**src/rtl/aurora_link_pkg.sv**
```systemverilog
`default_nettype none

package aurora_link_pkg;

    localparam int NUM_LINKS = 4;
    localparam int LINK_SEL_W = 2;
    localparam int DRP_ADR_W = 10;
    localparam int DRP_DAT_W = 16;
    localparam int DMON_W = 16;
    localparam int CMD_DAT_W = 32;

    // upper two bits of the ufc size are always 01
    localparam logic [1:0] UFC_TSIZE_HI = 2'b01;

    // status bits reported by one link
    typedef struct packed {
        logic lane_up;
        logic channel_up;
        logic gt_powergood;
        logic tx_lock;
        logic tx_resetdone;
        logic rx_resetdone;
        logic link_reset;
        logic sys_reset;
        logic hard_err;
        logic soft_err;
        logic frame_err;
        logic bufg_gt_clr;
    } link_status_t;

    // settings driven into one link
    typedef struct packed {
        logic eyescan_reset;
        logic powerdown;
        logic [2:0] loopback;
        logic datapath_reset;
        logic linkerr_reset;
        logic [3:0] txdiffctrl;
        logic [4:0] txprecursor;
        logic [4:0] txpostcursor;
    } link_cfg_t;

    typedef struct packed {
        logic en;
        logic we;
        logic [DRP_ADR_W-1:0] addr;
        logic [DRP_DAT_W-1:0] di;
    } drp_req_t;

    // read data from the port, named dout since do is a keyword
    typedef struct packed {
        logic rdy;
        logic [DRP_DAT_W-1:0] dout;
    } drp_rsp_t;

    typedef struct packed {
        logic [CMD_DAT_W-1:0] data;
        logic [LINK_SEL_W-1:0] dest;
        logic last;
    } cmd_t;

    typedef struct packed {
        logic [CMD_DAT_W-1:0] data;
        logic last;
        logic [2:0] tsize;
    } ufc_t;

endpackage

`default_nettype wire

```
**src/rtl/aurora_reg_pkg.sv**
```systemverilog
`default_nettype none

package aurora_reg_pkg;

    // bus geometry
    localparam int WB_ADR_W = 15;
    localparam int WB_DAT_W = 32;

    // byte offsets inside one control/status block, built from adr[10:2]
    localparam int REG_OFS_W = 11;
    localparam logic [REG_OFS_W-1:0] REG_CTRL_OFS = 11'h000;
    localparam logic [REG_OFS_W-1:0] REG_STAT_OFS = 11'h004;
    localparam logic [REG_OFS_W-1:0] REG_EYE_OFS = 11'h008;
    localparam logic [REG_OFS_W-1:0] REG_DMON_OFS = 11'h00C;

    // bus target state encoding
    localparam int ST_W = 2;
    localparam logic [ST_W-1:0] ST_IDLE = 2'd0;
    localparam logic [ST_W-1:0] ST_ACK = 2'd1;
    localparam logic [ST_W-1:0] ST_DRP_WAIT = 2'd2;

    // txdiffctrl comes out of reset at 1100
    localparam logic [3:0] TXDIFFCTRL_DEFAULT = 4'b1100;

    // request side, held by the initiator until ack
    typedef struct packed {
        logic cyc;
        logic stb;
        logic we;
        logic [3:0] sel;
        logic [WB_ADR_W-1:0] adr;
        logic [WB_DAT_W-1:0] dat;
    } wb_req_t;

    typedef struct packed {
        logic ack;
        logic [WB_DAT_W-1:0] dat;
    } wb_rsp_t;

    // per-link control word
    // reset and gt_reset are common to all links and the global word
    typedef struct packed {
        logic linkerr_reset;
        logic datapath_reset;
        logic [22:0] rsvd;
        logic [2:0] loopback;
        logic powerdown;
        logic eyescan_reset;
        logic gt_reset;
        logic reset;
    } link_ctrl_word_t;

    // global control word at offset 0 of the global space
    typedef struct packed {
        logic linkerr_reset;
        logic datapath_reset;
        logic [27:0] rsvd;
        logic gt_reset;
        logic reset;
    } glob_ctrl_word_t;

    // same offset, decoded per link or globally
    typedef union packed {
        link_ctrl_word_t link;
        glob_ctrl_word_t glob;
    } ctrl_word_u;

    // transmit driver settings
    typedef struct packed {
        logic [10:0] rsvd_hi;
        logic [4:0] txpostcursor;
        logic [2:0] rsvd_mid;
        logic [4:0] txprecursor;
        logic [3:0] rsvd_lo;
        logic [3:0] txdiffctrl;
    } eye_word_t;

endpackage

`default_nettype wire
```
**src/rtl/aurora_link_wrap.sv**
```systemverilog
`default_nettype none

module aurora_link_wrap (
    input  wire logic user_clk,
    input  wire logic user_aresetn,
    input  wire aurora_reg_pkg::wb_req_t wb_req_i,
    output aurora_reg_pkg::wb_rsp_t wb_rsp_o,
    output aurora_link_pkg::drp_req_t [aurora_link_pkg::NUM_LINKS-1:0] drp_req_o,
    input  wire aurora_link_pkg::drp_rsp_t [aurora_link_pkg::NUM_LINKS-1:0] drp_rsp_i,
    input  wire aurora_link_pkg::link_status_t [aurora_link_pkg::NUM_LINKS-1:0] link_status_i,
    input  wire logic [aurora_link_pkg::NUM_LINKS-1:0][aurora_link_pkg::DMON_W-1:0] link_dmon_i,
    output aurora_link_pkg::link_cfg_t [aurora_link_pkg::NUM_LINKS-1:0] link_cfg_o,
    output logic sys_reset_o,
    output logic gt_reset_o,
    input  wire aurora_link_pkg::cmd_t cmd_i,
    input  wire logic cmd_valid_i,
    output logic cmd_ready_o,
    output aurora_link_pkg::ufc_t [aurora_link_pkg::NUM_LINKS-1:0] ufc_o,
    output logic [aurora_link_pkg::NUM_LINKS-1:0] ufc_valid_o,
    input  wire logic [aurora_link_pkg::NUM_LINKS-1:0] ufc_ready_i
);

    // register read data and write strobe between target and register file
    logic [31:0] reg_rd_data;
    logic reg_wr;

    // bus decode, ack and drp forwarding
    aurora_wb_target u_wb_target (
        .user_clk      (user_clk),
        .user_aresetn  (user_aresetn),
        .wb_req_i      (wb_req_i),
        .wb_rsp_o      (wb_rsp_o),
        .reg_rd_data_i (reg_rd_data),
        .reg_wr_o      (reg_wr),
        .drp_req_o     (drp_req_o),
        .drp_rsp_i     (drp_rsp_i)
    );

    // per-link and global control/status
    aurora_ctrl_regs u_ctrl_regs (
        .user_clk      (user_clk),
        .user_aresetn  (user_aresetn),
        .wb_req_i      (wb_req_i),
        .reg_wr_i      (reg_wr),
        .reg_rd_data_o (reg_rd_data),
        .link_status_i (link_status_i),
        .link_dmon_i   (link_dmon_i),
        .link_cfg_o    (link_cfg_o),
        .sys_reset_o   (sys_reset_o),
        .gt_reset_o    (gt_reset_o)
    );

    // command stream to the ufc ports
    aurora_cmd_steer u_cmd_steer (
        .user_clk     (user_clk),
        .user_aresetn (user_aresetn),
        .cmd_i        (cmd_i),
        .cmd_valid_i  (cmd_valid_i),
        .cmd_ready_o  (cmd_ready_o),
        .ufc_o        (ufc_o),
        .ufc_valid_o  (ufc_valid_o),
        .ufc_ready_i  (ufc_ready_i)
    );

endmodule

`default_nettype wire

```
**src/rtl/aurora_cmd_steer.sv**
```systemverilog
`default_nettype none

module aurora_cmd_steer (
    input  wire logic user_clk,
    input  wire logic user_aresetn,
    input  wire aurora_link_pkg::cmd_t cmd_i,
    input  wire logic cmd_valid_i,
    output logic cmd_ready_o,
    output aurora_link_pkg::ufc_t [aurora_link_pkg::NUM_LINKS-1:0] ufc_o,
    output logic [aurora_link_pkg::NUM_LINKS-1:0] ufc_valid_o,
    input  wire logic [aurora_link_pkg::NUM_LINKS-1:0] ufc_ready_i
);

    logic second_q;
    logic tsize_lsb;
    logic accept;

    // ufc messages are 4 bytes (read) or 8 bytes (write pair)
    // read : last=1 on the first word -> 010
    // write: last=0 then last=1 with second_q set -> 011 both times
    assign tsize_lsb = cmd_valid_i && (cmd_i.last != !second_q);

    // ready comes back from the addressed link only
    assign cmd_ready_o = ufc_ready_i[cmd_i.dest];
    assign accept = cmd_valid_i && cmd_ready_o;

    // valid steered by dest, payload broadcast
    always_comb begin
        for (int i = 0; i < aurora_link_pkg::NUM_LINKS; i++) begin
            ufc_valid_o[i] = cmd_valid_i &&
                (cmd_i.dest == i[aurora_link_pkg::LINK_SEL_W-1:0]);
            ufc_o[i].data = cmd_i.data;
            ufc_o[i].last = cmd_i.last;
            ufc_o[i].tsize = {aurora_link_pkg::UFC_TSIZE_HI, tsize_lsb};
        end
    end

    // second-word flag only moves on an accepted word
    // held words under back-pressure leave it alone
    always_ff @(posedge user_clk) begin
        if (!user_aresetn) begin
            second_q <= 1'b0;
        end else if (accept) begin
            second_q <= !cmd_i.last;
        end
    end

    // after a first write word the next word has to close the pair
    a_second_is_last: assert property (@(posedge user_clk) disable iff (!user_aresetn)
        (second_q && cmd_valid_i) |-> cmd_i.last);

endmodule

`default_nettype wire

```
**src/rtl/aurora_ctrl_regs.sv**
```systemverilog
`default_nettype none

module aurora_ctrl_regs (
    input  wire logic user_clk,
    input  wire logic user_aresetn,
    input  wire aurora_reg_pkg::wb_req_t wb_req_i,
    input  wire logic reg_wr_i,
    output logic [31:0] reg_rd_data_o,
    input  wire aurora_link_pkg::link_status_t [aurora_link_pkg::NUM_LINKS-1:0] link_status_i,
    input  wire logic [aurora_link_pkg::NUM_LINKS-1:0][aurora_link_pkg::DMON_W-1:0] link_dmon_i,
    output aurora_link_pkg::link_cfg_t [aurora_link_pkg::NUM_LINKS-1:0] link_cfg_o,
    output logic sys_reset_o,
    output logic gt_reset_o
);

    aurora_link_pkg::link_cfg_t [aurora_link_pkg::NUM_LINKS-1:0] cfg_q;
    aurora_reg_pkg::glob_ctrl_word_t glob_q;
    aurora_reg_pkg::ctrl_word_u wr_ctrl;
    aurora_reg_pkg::eye_word_t wr_eye;
    aurora_reg_pkg::ctrl_word_u rd_ctrl;
    aurora_reg_pkg::eye_word_t rd_eye;
    logic ind_space;
    logic [aurora_link_pkg::LINK_SEL_W-1:0] link_sel;
    logic [aurora_reg_pkg::REG_OFS_W-1:0] ofs;

    // individual space below 0x2000, four 0x800 blocks
    assign ind_space = !wb_req_i.adr[13];
    assign link_sel = wb_req_i.adr[12:11];
    assign ofs = {wb_req_i.adr[10:2], 2'b00};

    // the same write word seen both ways
    assign wr_ctrl = wb_req_i.dat;
    assign wr_eye = wb_req_i.dat;

    always_ff @(posedge user_clk) begin
        if (!user_aresetn) begin
            glob_q <= '0;
            for (int i = 0; i < aurora_link_pkg::NUM_LINKS; i++) begin
                cfg_q[i] <= '0;
                cfg_q[i].txdiffctrl <= aurora_reg_pkg::TXDIFFCTRL_DEFAULT;
            end
        end else if (reg_wr_i) begin
            if (ind_space) begin
                for (int i = 0; i < aurora_link_pkg::NUM_LINKS; i++) begin
                    if (link_sel == i[aurora_link_pkg::LINK_SEL_W-1:0]) begin
                        // bits 0 and 1 belong to the global word, dropped here
                        if (ofs == aurora_reg_pkg::REG_CTRL_OFS) begin
                            if (wb_req_i.sel[0]) begin
                                cfg_q[i].eyescan_reset <= wr_ctrl.link.eyescan_reset;
                                cfg_q[i].powerdown <= wr_ctrl.link.powerdown;
                                cfg_q[i].loopback <= wr_ctrl.link.loopback;
                            end
                            if (wb_req_i.sel[3]) begin
                                cfg_q[i].datapath_reset <= wr_ctrl.link.datapath_reset;
                                cfg_q[i].linkerr_reset <= wr_ctrl.link.linkerr_reset;
                            end
                        end
                        // eye scan, one field per byte lane
                        if (ofs == aurora_reg_pkg::REG_EYE_OFS) begin
                            if (wb_req_i.sel[0]) begin
                                cfg_q[i].txdiffctrl <= wr_eye.txdiffctrl;
                            end
                            if (wb_req_i.sel[1]) begin
                                cfg_q[i].txprecursor <= wr_eye.txprecursor;
                            end
                            if (wb_req_i.sel[2]) begin
                                cfg_q[i].txpostcursor <= wr_eye.txpostcursor;
                            end
                        end
                    end
                end
            end else if (ofs == aurora_reg_pkg::REG_CTRL_OFS) begin
                // global word, common resets in byte 0
                if (wb_req_i.sel[0]) begin
                    glob_q.reset <= wr_ctrl.glob.reset;
                    glob_q.gt_reset <= wr_ctrl.glob.gt_reset;
                end
                // stored for readback only
                if (wb_req_i.sel[3]) begin
                    glob_q.datapath_reset <= wr_ctrl.glob.datapath_reset;
                    glob_q.linkerr_reset <= wr_ctrl.glob.linkerr_reset;
                end
            end
        end
    end

    // link control readback, common resets mirrored into bits 0 and 1
    always_comb begin
        rd_ctrl = '0;
        rd_ctrl.link.reset = glob_q.reset;
        rd_ctrl.link.gt_reset = glob_q.gt_reset;
        rd_ctrl.link.eyescan_reset = cfg_q[link_sel].eyescan_reset;
        rd_ctrl.link.powerdown = cfg_q[link_sel].powerdown;
        rd_ctrl.link.loopback = cfg_q[link_sel].loopback;
        rd_ctrl.link.datapath_reset = cfg_q[link_sel].datapath_reset;
        rd_ctrl.link.linkerr_reset = cfg_q[link_sel].linkerr_reset;
        rd_eye = '0;
        rd_eye.txdiffctrl = cfg_q[link_sel].txdiffctrl;
        rd_eye.txprecursor = cfg_q[link_sel].txprecursor;
        rd_eye.txpostcursor = cfg_q[link_sel].txpostcursor;
    end

    // read mux, anything unmapped reads zero
    always_comb begin
        reg_rd_data_o = '0;
        if (ind_space) begin
            case (ofs)
                aurora_reg_pkg::REG_CTRL_OFS: reg_rd_data_o = rd_ctrl;
                aurora_reg_pkg::REG_STAT_OFS: begin
                    reg_rd_data_o[$bits(aurora_link_pkg::link_status_t)-1:0] =
                        link_status_i[link_sel];
                end
                aurora_reg_pkg::REG_EYE_OFS: reg_rd_data_o = rd_eye;
                aurora_reg_pkg::REG_DMON_OFS: begin
                    reg_rd_data_o[aurora_link_pkg::DMON_W-1:0] = link_dmon_i[link_sel];
                end
                default: begin
                    reg_rd_data_o = '0;
                end
            endcase
        end else if (ofs == aurora_reg_pkg::REG_CTRL_OFS) begin
            reg_rd_data_o = glob_q;
        end
    end

    assign link_cfg_o = cfg_q;
    assign sys_reset_o = glob_q.reset;
    assign gt_reset_o = glob_q.gt_reset;

    // the target only strobes writes for control space
    a_wr_ctrl_only: assert property (@(posedge user_clk) disable iff (!user_aresetn)
        reg_wr_i |-> !wb_req_i.adr[14]);

endmodule

`default_nettype wire

```
**src/rtl/aurora_wb_target.sv**
```systemverilog
`default_nettype none

module aurora_wb_target (
    input  wire logic user_clk,
    input  wire logic user_aresetn,
    input  wire aurora_reg_pkg::wb_req_t wb_req_i,
    output aurora_reg_pkg::wb_rsp_t wb_rsp_o,
    input  wire logic [31:0] reg_rd_data_i,
    output logic reg_wr_o,
    output aurora_link_pkg::drp_req_t [aurora_link_pkg::NUM_LINKS-1:0] drp_req_o,
    input  wire aurora_link_pkg::drp_rsp_t [aurora_link_pkg::NUM_LINKS-1:0] drp_rsp_i
);

    logic [aurora_reg_pkg::ST_W-1:0] state_q;
    logic [31:0] dat_q;
    logic req;
    logic drp_space;
    logic drp_start;
    logic drp_rdy;
    logic [aurora_link_pkg::LINK_SEL_W-1:0] drp_sel;
    logic [aurora_link_pkg::NUM_LINKS-1:0] drp_en;

    assign req = wb_req_i.cyc && wb_req_i.stb;
    // adr[14] alone splits control space from drp space
    assign drp_space = wb_req_i.adr[14];
    // each drp port owns a 4k window, picked by adr[13:12]
    assign drp_sel = wb_req_i.adr[13:12];
    assign drp_start = (state_q == aurora_reg_pkg::ST_IDLE) && req && drp_space;
    assign drp_rdy = drp_rsp_i[drp_sel].rdy;

    // one en pulse on the addressed port, the rest is shared
    always_comb begin
        for (int i = 0; i < aurora_link_pkg::NUM_LINKS; i++) begin
            drp_en[i] = drp_start && (drp_sel == i[aurora_link_pkg::LINK_SEL_W-1:0]);
            drp_req_o[i].en = drp_en[i];
            drp_req_o[i].we = wb_req_i.we;
            drp_req_o[i].addr = wb_req_i.adr[2 +: aurora_link_pkg::DRP_ADR_W];
            drp_req_o[i].di = wb_req_i.dat[aurora_link_pkg::DRP_DAT_W-1:0];
        end
    end

    // idle -> ack for control space
    // idle -> drp wait -> ack for drp space, latency set by rdy
    always_ff @(posedge user_clk) begin
        if (!user_aresetn) begin
            state_q <= aurora_reg_pkg::ST_IDLE;
        end else begin
            case (state_q)
                aurora_reg_pkg::ST_IDLE: begin
                    if (req) begin
                        if (drp_space) begin
                            state_q <= aurora_reg_pkg::ST_DRP_WAIT;
                        end else begin
                            state_q <= aurora_reg_pkg::ST_ACK;
                        end
                    end
                end
                aurora_reg_pkg::ST_ACK: begin
                    state_q <= aurora_reg_pkg::ST_IDLE;
                end
                aurora_reg_pkg::ST_DRP_WAIT: begin
                    if (drp_rdy) begin
                        state_q <= aurora_reg_pkg::ST_ACK;
                    end
                end
                default: begin
                    state_q <= aurora_reg_pkg::ST_IDLE;
                end
            endcase
        end
    end

    // read data capture
    // control space in idle, drp space on rdy (zero-extended)
    always_ff @(posedge user_clk) begin
        if (req && !wb_req_i.we) begin
            if (state_q == aurora_reg_pkg::ST_IDLE && !drp_space) begin
                dat_q <= reg_rd_data_i;
            end else if (state_q == aurora_reg_pkg::ST_DRP_WAIT && drp_rdy) begin
                dat_q <= {16'h0000, drp_rsp_i[drp_sel].dout};
            end
        end
    end

    assign wb_rsp_o.ack = (state_q == aurora_reg_pkg::ST_ACK);
    assign wb_rsp_o.dat = dat_q;

    // write lands at the edge that closes the ack cycle
    assign reg_wr_o = wb_rsp_o.ack && wb_req_i.we && !drp_space;

    // every access returns to idle after ack
    a_ack_single: assert property (@(posedge user_clk) disable iff (!user_aresetn)
        wb_rsp_o.ack |=> !wb_rsp_o.ack);

    // never two drp ports started together
    a_drp_en_onehot: assert property (@(posedge user_clk) disable iff (!user_aresetn)
        $onehot0(drp_en));

endmodule

`default_nettype wire

```
**config.mk**
```make
export PLATFORM = sky130hd
export DESIGN_NAME = aurora_link_wrap
export DESIGN_NICKNAME = d
export VERILOG_FILES = /design/src/rtl/aurora_link_pkg.sv /design/src/rtl/aurora_reg_pkg.sv /design/src/rtl/aurora_link_wrap.sv /design/src/rtl/aurora_cmd_steer.sv /design/src/rtl/aurora_ctrl_regs.sv /design/src/rtl/aurora_wb_target.sv
export SDC_FILE = /design/constraint.sdc
export NUM_CORES = 1
export LEC_CHECK = 0
export ABC_AREA = 1
export BUFFER_PORTS_ARGS = -buffer_cell sky130_fd_sc_hd__buf_2
export CORE_AREA = 2 2 254 256
export DETAILED_ROUTE_END_ITERATION = 10
export DIE_AREA = 0 0 256 258
export RECOVER_POWER = 50
export SYNTH_ARGS = -nofsm -noshare
export SYNTH_HDL_FRONTEND = slang
export SYNTH_SLANG_ARGS = --single-unit
```
**constraint.sdc**
```tcl
create_clock -name user_clk -period 2 [get_ports user_clk]
set_input_delay 0.1 -clock user_clk [delete_from_list [all_inputs] [get_ports user_clk]]
set_output_delay 0.1 -clock user_clk [all_outputs]
set_load 0.02 [all_outputs]
```
# Word-level counts from Yosys, hierarchy flattened
# Index checks and enable logic that the tools add are counted.
# word_totals
register_bits	123
latch_bits	0
ramBits	0
rom_bits	0
inputBits	276
output_inout_bits	380
elab_cells	133
memories	0
# classes
add_sub_neg	0
multipliers	0
n_div	0
n_lt_le_gt_ge	3
n_eq_ne	17
n_shift	0
mux	21
n_bitwise	1
reduce_logical	52
# ops
operator	n
$mux 32	4
$reduce_and 5->1	20
$pmux 12 s4	1
$bmux 21 s2	1
$bmux 17 s2	1
$bmux 16 s2	1
$pmux 16 s2	1
$bmux 12 s2	1
$mux 21	1
$eq 9x2->1 const B	2
$logic_and 1x1->1	18
$mux 17	1
$mux 16	1
$eq 2x2->1 const B	7
$mux 12	1
$logic_not 11->1	1
$eq 9x1->1 const B	1
$lt 2x3->1 const B	3
$eq 2x1->1 const B	4
$logic_not 2->1	4
$pmux 4 s2	1
$reduce_and 4->1	2
$mux 2	3
$logic_not 1->1	4
8 further kinds	10

# Longest topological paths before layout
# logic_depth
word_depth	5
mapped_depth	13
ltp_nobuf	11

# Modules after synthesis
# From an unflattened synthesis, not the netlist that was laid out.
# hier_totals
cells_unflattened	1349
hier_area_um2	9027.4
# modules_own_cells
module	n_inst	cells_each	area_per_inst_um2
aurora_ctrl_regs	1	825	5119.9
aurora_wb_target	1	355	2693.8
aurora_cmd_steer	1	169	1213.7

# Worst setup path after synthesis
# Ideal clock, no wire load.
# synth_path
path_type	flip-flop to flip-flop
startpoint	register u_wb_target.state_q[1] (netlist bit)
endpoint	register u_wb_target.dat_q[0] (enable)
t_arrival_ns	1.533
t_required_ns	1.622
slack_ns	0.089
stages_incl_launch_ff	8
n_path_buf	0
synth_period_minus_slack_ns	1.911
path_cell_list	dfxtp_1 -> inv_1 -> nand2_1 -> nor2_1 -> clkinv_1 -> nand3_1 -> nand4_1 -> inv_1
# synth_between
elab_chain_cells	4
# synth_lines
item	line_no	source
start, declared	aurora_wb_target.sv:14	logic [aurora_reg_pkg::ST_W-1:0] state_q;
start signal, assigned	aurora_wb_target.sv:46	state_q <= aurora_reg_pkg::ST_IDLE;
start signal, assigned	aurora_wb_target.sv:52	state_q <= aurora_reg_pkg::ST_DRP_WAIT;
start signal, assigned	aurora_wb_target.sv:54	state_q <= aurora_reg_pkg::ST_ACK;
$eq 2x2->1 / $logic_not 2->1 (equally long branches)	aurora_wb_target.sv:79, aurora_wb_target.sv:77	
$logic_and 1x1->1, on equally long branches	aurora_wb_target.sv:79, aurora_wb_target.sv:77	
$reduce_bool 2->1 (no source line) (*)	n/a	
$reduce_and 2->1 (no source line) (*)	n/a	
end signal, assigned	aurora_wb_target.sv:78	dat_q <= reg_rd_data_i;
end signal, assigned	aurora_wb_target.sv:80	dat_q <= {16'h0000, drp_rsp_i[drp_sel].dout};
end, declared	aurora_wb_target.sv:15	logic [31:0] dat_q;
# Every way passes the cells marked *; elsewhere a longest branch is shown, timed or not.
# A chain may end at the register's enable or synchronous reset.

# Worst setup path after layout
# layout_path
startpoint	input drp_rsp_i[50] (netlist bit)
endpoint	register u_wb_target.state_q[1] (netlist bit)
# layout_between
elab_chain_cells	4
# layout_lines
item	line_no	source
start, declared	aurora_link_wrap.sv:9	input wire aurora_link_pkg::drp_rsp_t [aurora_link_pkg::NUM_LINKS-1:0] drp_rsp_i,
$bmux 17 s2	aurora_wb_target.sv:29	assign drp_rdy = drp_rsp_i[drp_sel].rdy;
$mux 17 (not written as such)	aurora_wb_target.sv:29	
$ne 2x1->1 (no source line)	n/a	
$reduce_and 2->1 (no source line)	n/a	
# Every way passes these cells. The select of a mux whose other input is x is not followed.

==> summary.md <==
| Metric | Value |
|---|---|
| Synth area leader | `buf_4` |
| Count leader, synth | `nand2_1` |
| Post-synth top flop | `dfxtp_1` |
| DRC Markers | `0` |
| Drt initial violations | `519` |
| Startpoint types | `input port` |
| Final TNS setup | `0 ns` |
| IO Port Bufs | `447` |
| Number of flops mapped to enable cells by yosys | `23` |
| Routing usage on met1 | `0.150` |
| Die Span Y | `258 um` |
| Met3 usage | `0.0407` |
| Outcome | `complete, no violations` |
| GRT overflow | `0` |
| Max FO, Critical Path | `2` |
| RSZ-0062 raised after global routing | `false` |
| Layout Cells excl Fill | `2,404` |
| Seq/Total Area, Yosys | `0.295` |
| FMAX | `517 MHz` |
| Worst Path Required | `2.38 ns` |
| Final Setup Violations | `0` |
| R2r setup slk | `0.20 ns` |
| Util after Layout | `0.174` |
| Hold WS | `approximately 0.056 ns` |
| Crit path kind | `in -> reg` |
| CTS sink count | `roughly 110` |
| GR peak layer | `met2` |
| GP Congestion | `0.800` |
| Worst setup path endpoint | `u_wb_target.state_q[1]` |
| Distinct cell type count after synthesis | `34` |
| Hold Path Class | `in -> reg` |
| Initial Util | `0.134` |
| Worst Skew | `0.0133 ns` |
| PnR worst setup slack | `0.0655 ns` |
| Max_cap viols | `0` |
| Pre-CTS WS | `-0.0363 ns` |
| Dpl cells | `2,342` |
| DR vias | `8,863` |
| Synthesized area | `0.00853 sq mm` |
| Clock transition at the registers of the reported paths | `0.07 ns` |
| Htree depth | `4` |
| CTS tree | `done` |
| Peak VDD IR | `0.631 mV` |
| 1st-pass router iterations | `5` |
| Die X-Extent | `256 um` |
| CP Capture Type | `flop` |
| CTS Buffer Depth | `2` |
| DP Wirelength | `36.4 mm` |
| Placed Area | `just over 0.01 sq mm` |
| Worst path cell trace | `dlygate4sd3_1 > buf_2 > a22oi_2 > dlygate4sd3_1 > nand3_1 > dlygate4sd3_1 > a21oi_1` |
| Power Dens Cells | `624 mW/mm^2` |
| Worst reg2reg startpoint | `u_wb_target.state_q[0]` |
| Top post-synthesis cells by area | `buf_4 24%, dfxtp_1 21%, nand2_1 16%` |
| DIE AREA | `0.0660 sq mm` |
| Cell area after layout | `~0.011 sq mm` |
| Tot Pwr | `6.93 mW` |
| Worst path slowest cell | `dlygate4sd3_1` |
| Top post-synthesis cells by count | `359 x nand2_1, 268 x buf_4, 199 x nor2_1, 91 x dfxtp_1, 75 x o21ai_0` |
| Worst Path Arrival | `about 2.3 ns` |
| Slew Viols, Final | `0` |
| Share of cells above drive strength 1 | `0.317` |
| Rows | `93` |
| Number of global-route vias before repair | `about 8,500` |
| M2 GR Usage | `0.215` |
| Global-route wire length before repair | `59.8 mm` |
| Asr flop ratio synth | `0` |
| Yosys reg bits | `between 100 and 150` |
| Syn-to-layout area delta | `30.1%` |
| IO Count | `656` |
| Vias per cell | `roughly 3.7` |
| Tot GR Track Use | `0.129` |
| Min cycle time layout | `1.93 ns` |
| Worst relative slew slack | `0.614` |
| Initial antenna violation count | `5` |
| Largest stage delay on the critical path | `0.60 ns` |
| Syn Inst Count | `between 1,000 and 1,500` |
| R2R depth | `9` |
| CP Launch Point | `drp_rsp_i[50]` |
| LEAKAGE | `5.15 nW` |
| Largest net degree at the start of global routing | `just over 90` |
| R2R Path End | `u_ctrl_regs.link_cfg_o[17]` |
| Syn Area/Cell | `6.72 sq um` |
| Detailed-route wire length | `43.4 mm` |
| Period utilization | `0.967` |
| CTS root buffer | `clkbuf_16` |
| Placeable Area | `0.0636 sq mm` |
| Syn. warnings | `0` |
| Post-DR wirelength/cell | `roughly 18 um` |
| Post-DRT Antenna Nets | `0` |
| Fin nets | `1,810` |
| Clock latency on the worst-skew pair | `0.46 ns` |
| Yosys top cell area share | `0.236` |
| Least-Margin Pin Slew | `0.578 ns` |
| Worst path most repeated cell | `dlygate4sd3_1` |
| Final hold vios | `0` |
| Total CTS buffers | `17` |
-- power by group --
group          total, mW  leakage [nW]  switching (mW)  internal, mW
clock network       3.28         0.307            1.24          2.05
logic               1.28          3.91           0.836         0.442
registers           2.37         0.933         0.00493          2.36
-- state kept, by name (all words and copies together) (netlist names) --
signal,flops
u_ctrl_regs.link_cfg_o,84
u_wb_target.state_q,2
u_wb_target.dat_q,23
u_ctrl_regs.gt_reset_o,1
u_ctrl_regs.sys_reset_o,1
u_cmd_steer.second_q,1
u_ctrl_regs.glob_q,2
-- placed cells by master, fill, tap and decap left out, types with 15 or more instances in the layout --
cell type,n
nand3_1,24
nand2_1,357
o21ai_0,74
clkbuf_16,19
nor2_1,196
inv_1,28
clkbuf_1,107
dfxtp_1,91
inv_2,15
buf_2,344
buf_4,45
edfxtp_1,23
nand4_1,27
dlygate4sd3_1,28
conb_1,17
a22oi_1,43
-- worst min path at each step --
stage / startpoint / end / slack [ns] / depth (start not counted)
after floorplan: wb_req_i[16] / u_ctrl_regs.link_cfg_o[0] / 0.23 / 2
after global placement: cmd_i[23] / ufc_o[60] / 0.20 / 0
after detailed placement: cmd_i[23] / ufc_o[60] / 0.20 / 0
after CTS: drp_rsp_i[49] / u_wb_target.dat_q[15] / 0.0008 / 5
after global routing: drp_rsp_i[32] / u_wb_target.dat_q[15] / 0.09 / 5
final: link_dmon_i[46] / u_wb_target.dat_q[14] / 0.06 / 3
-- routing by layer --
metal	up-vias	routed length (um)
met1	3992	18400
met3	98	3200
met5	-	43
met2	425	20200
met4	6	1550
li1	4342	-
-- critical path, delay by kind of cell --
kind	cells	cell delay (ns)
AO/OA/AOI/OAI	2	0.27
buffers and inverters	4	1.84
AND/OR/NAND/NOR	1	0.11
-- cells by family after synthesis --
group,count (synthesis),synth area share
simple gates,655,0.325
flops,114,0.295
compound gates,149,0.105
buf+inv,348,0.275
other cells,2,0.000881
-- layout make-up --
cell class	count	area, sq um
fillers	7375	52600
multi-input cells	821	3760
repair buffers	533	2940
flip-flops and latches	114	2510
well taps	855	1070
clock buffers	22	507
inverters	47	179
clock inverters	10	121
diodes	2	5.00
-- timing repair --
action	4_1_cts	5_1_grt
gates resized for setup	0	7
hold buffers	28	0
endpoints found under the hold margin	71	0
setup endpoints to repair	0	23
buffers inserted	0	0
(Power assumes the default switching activity.)
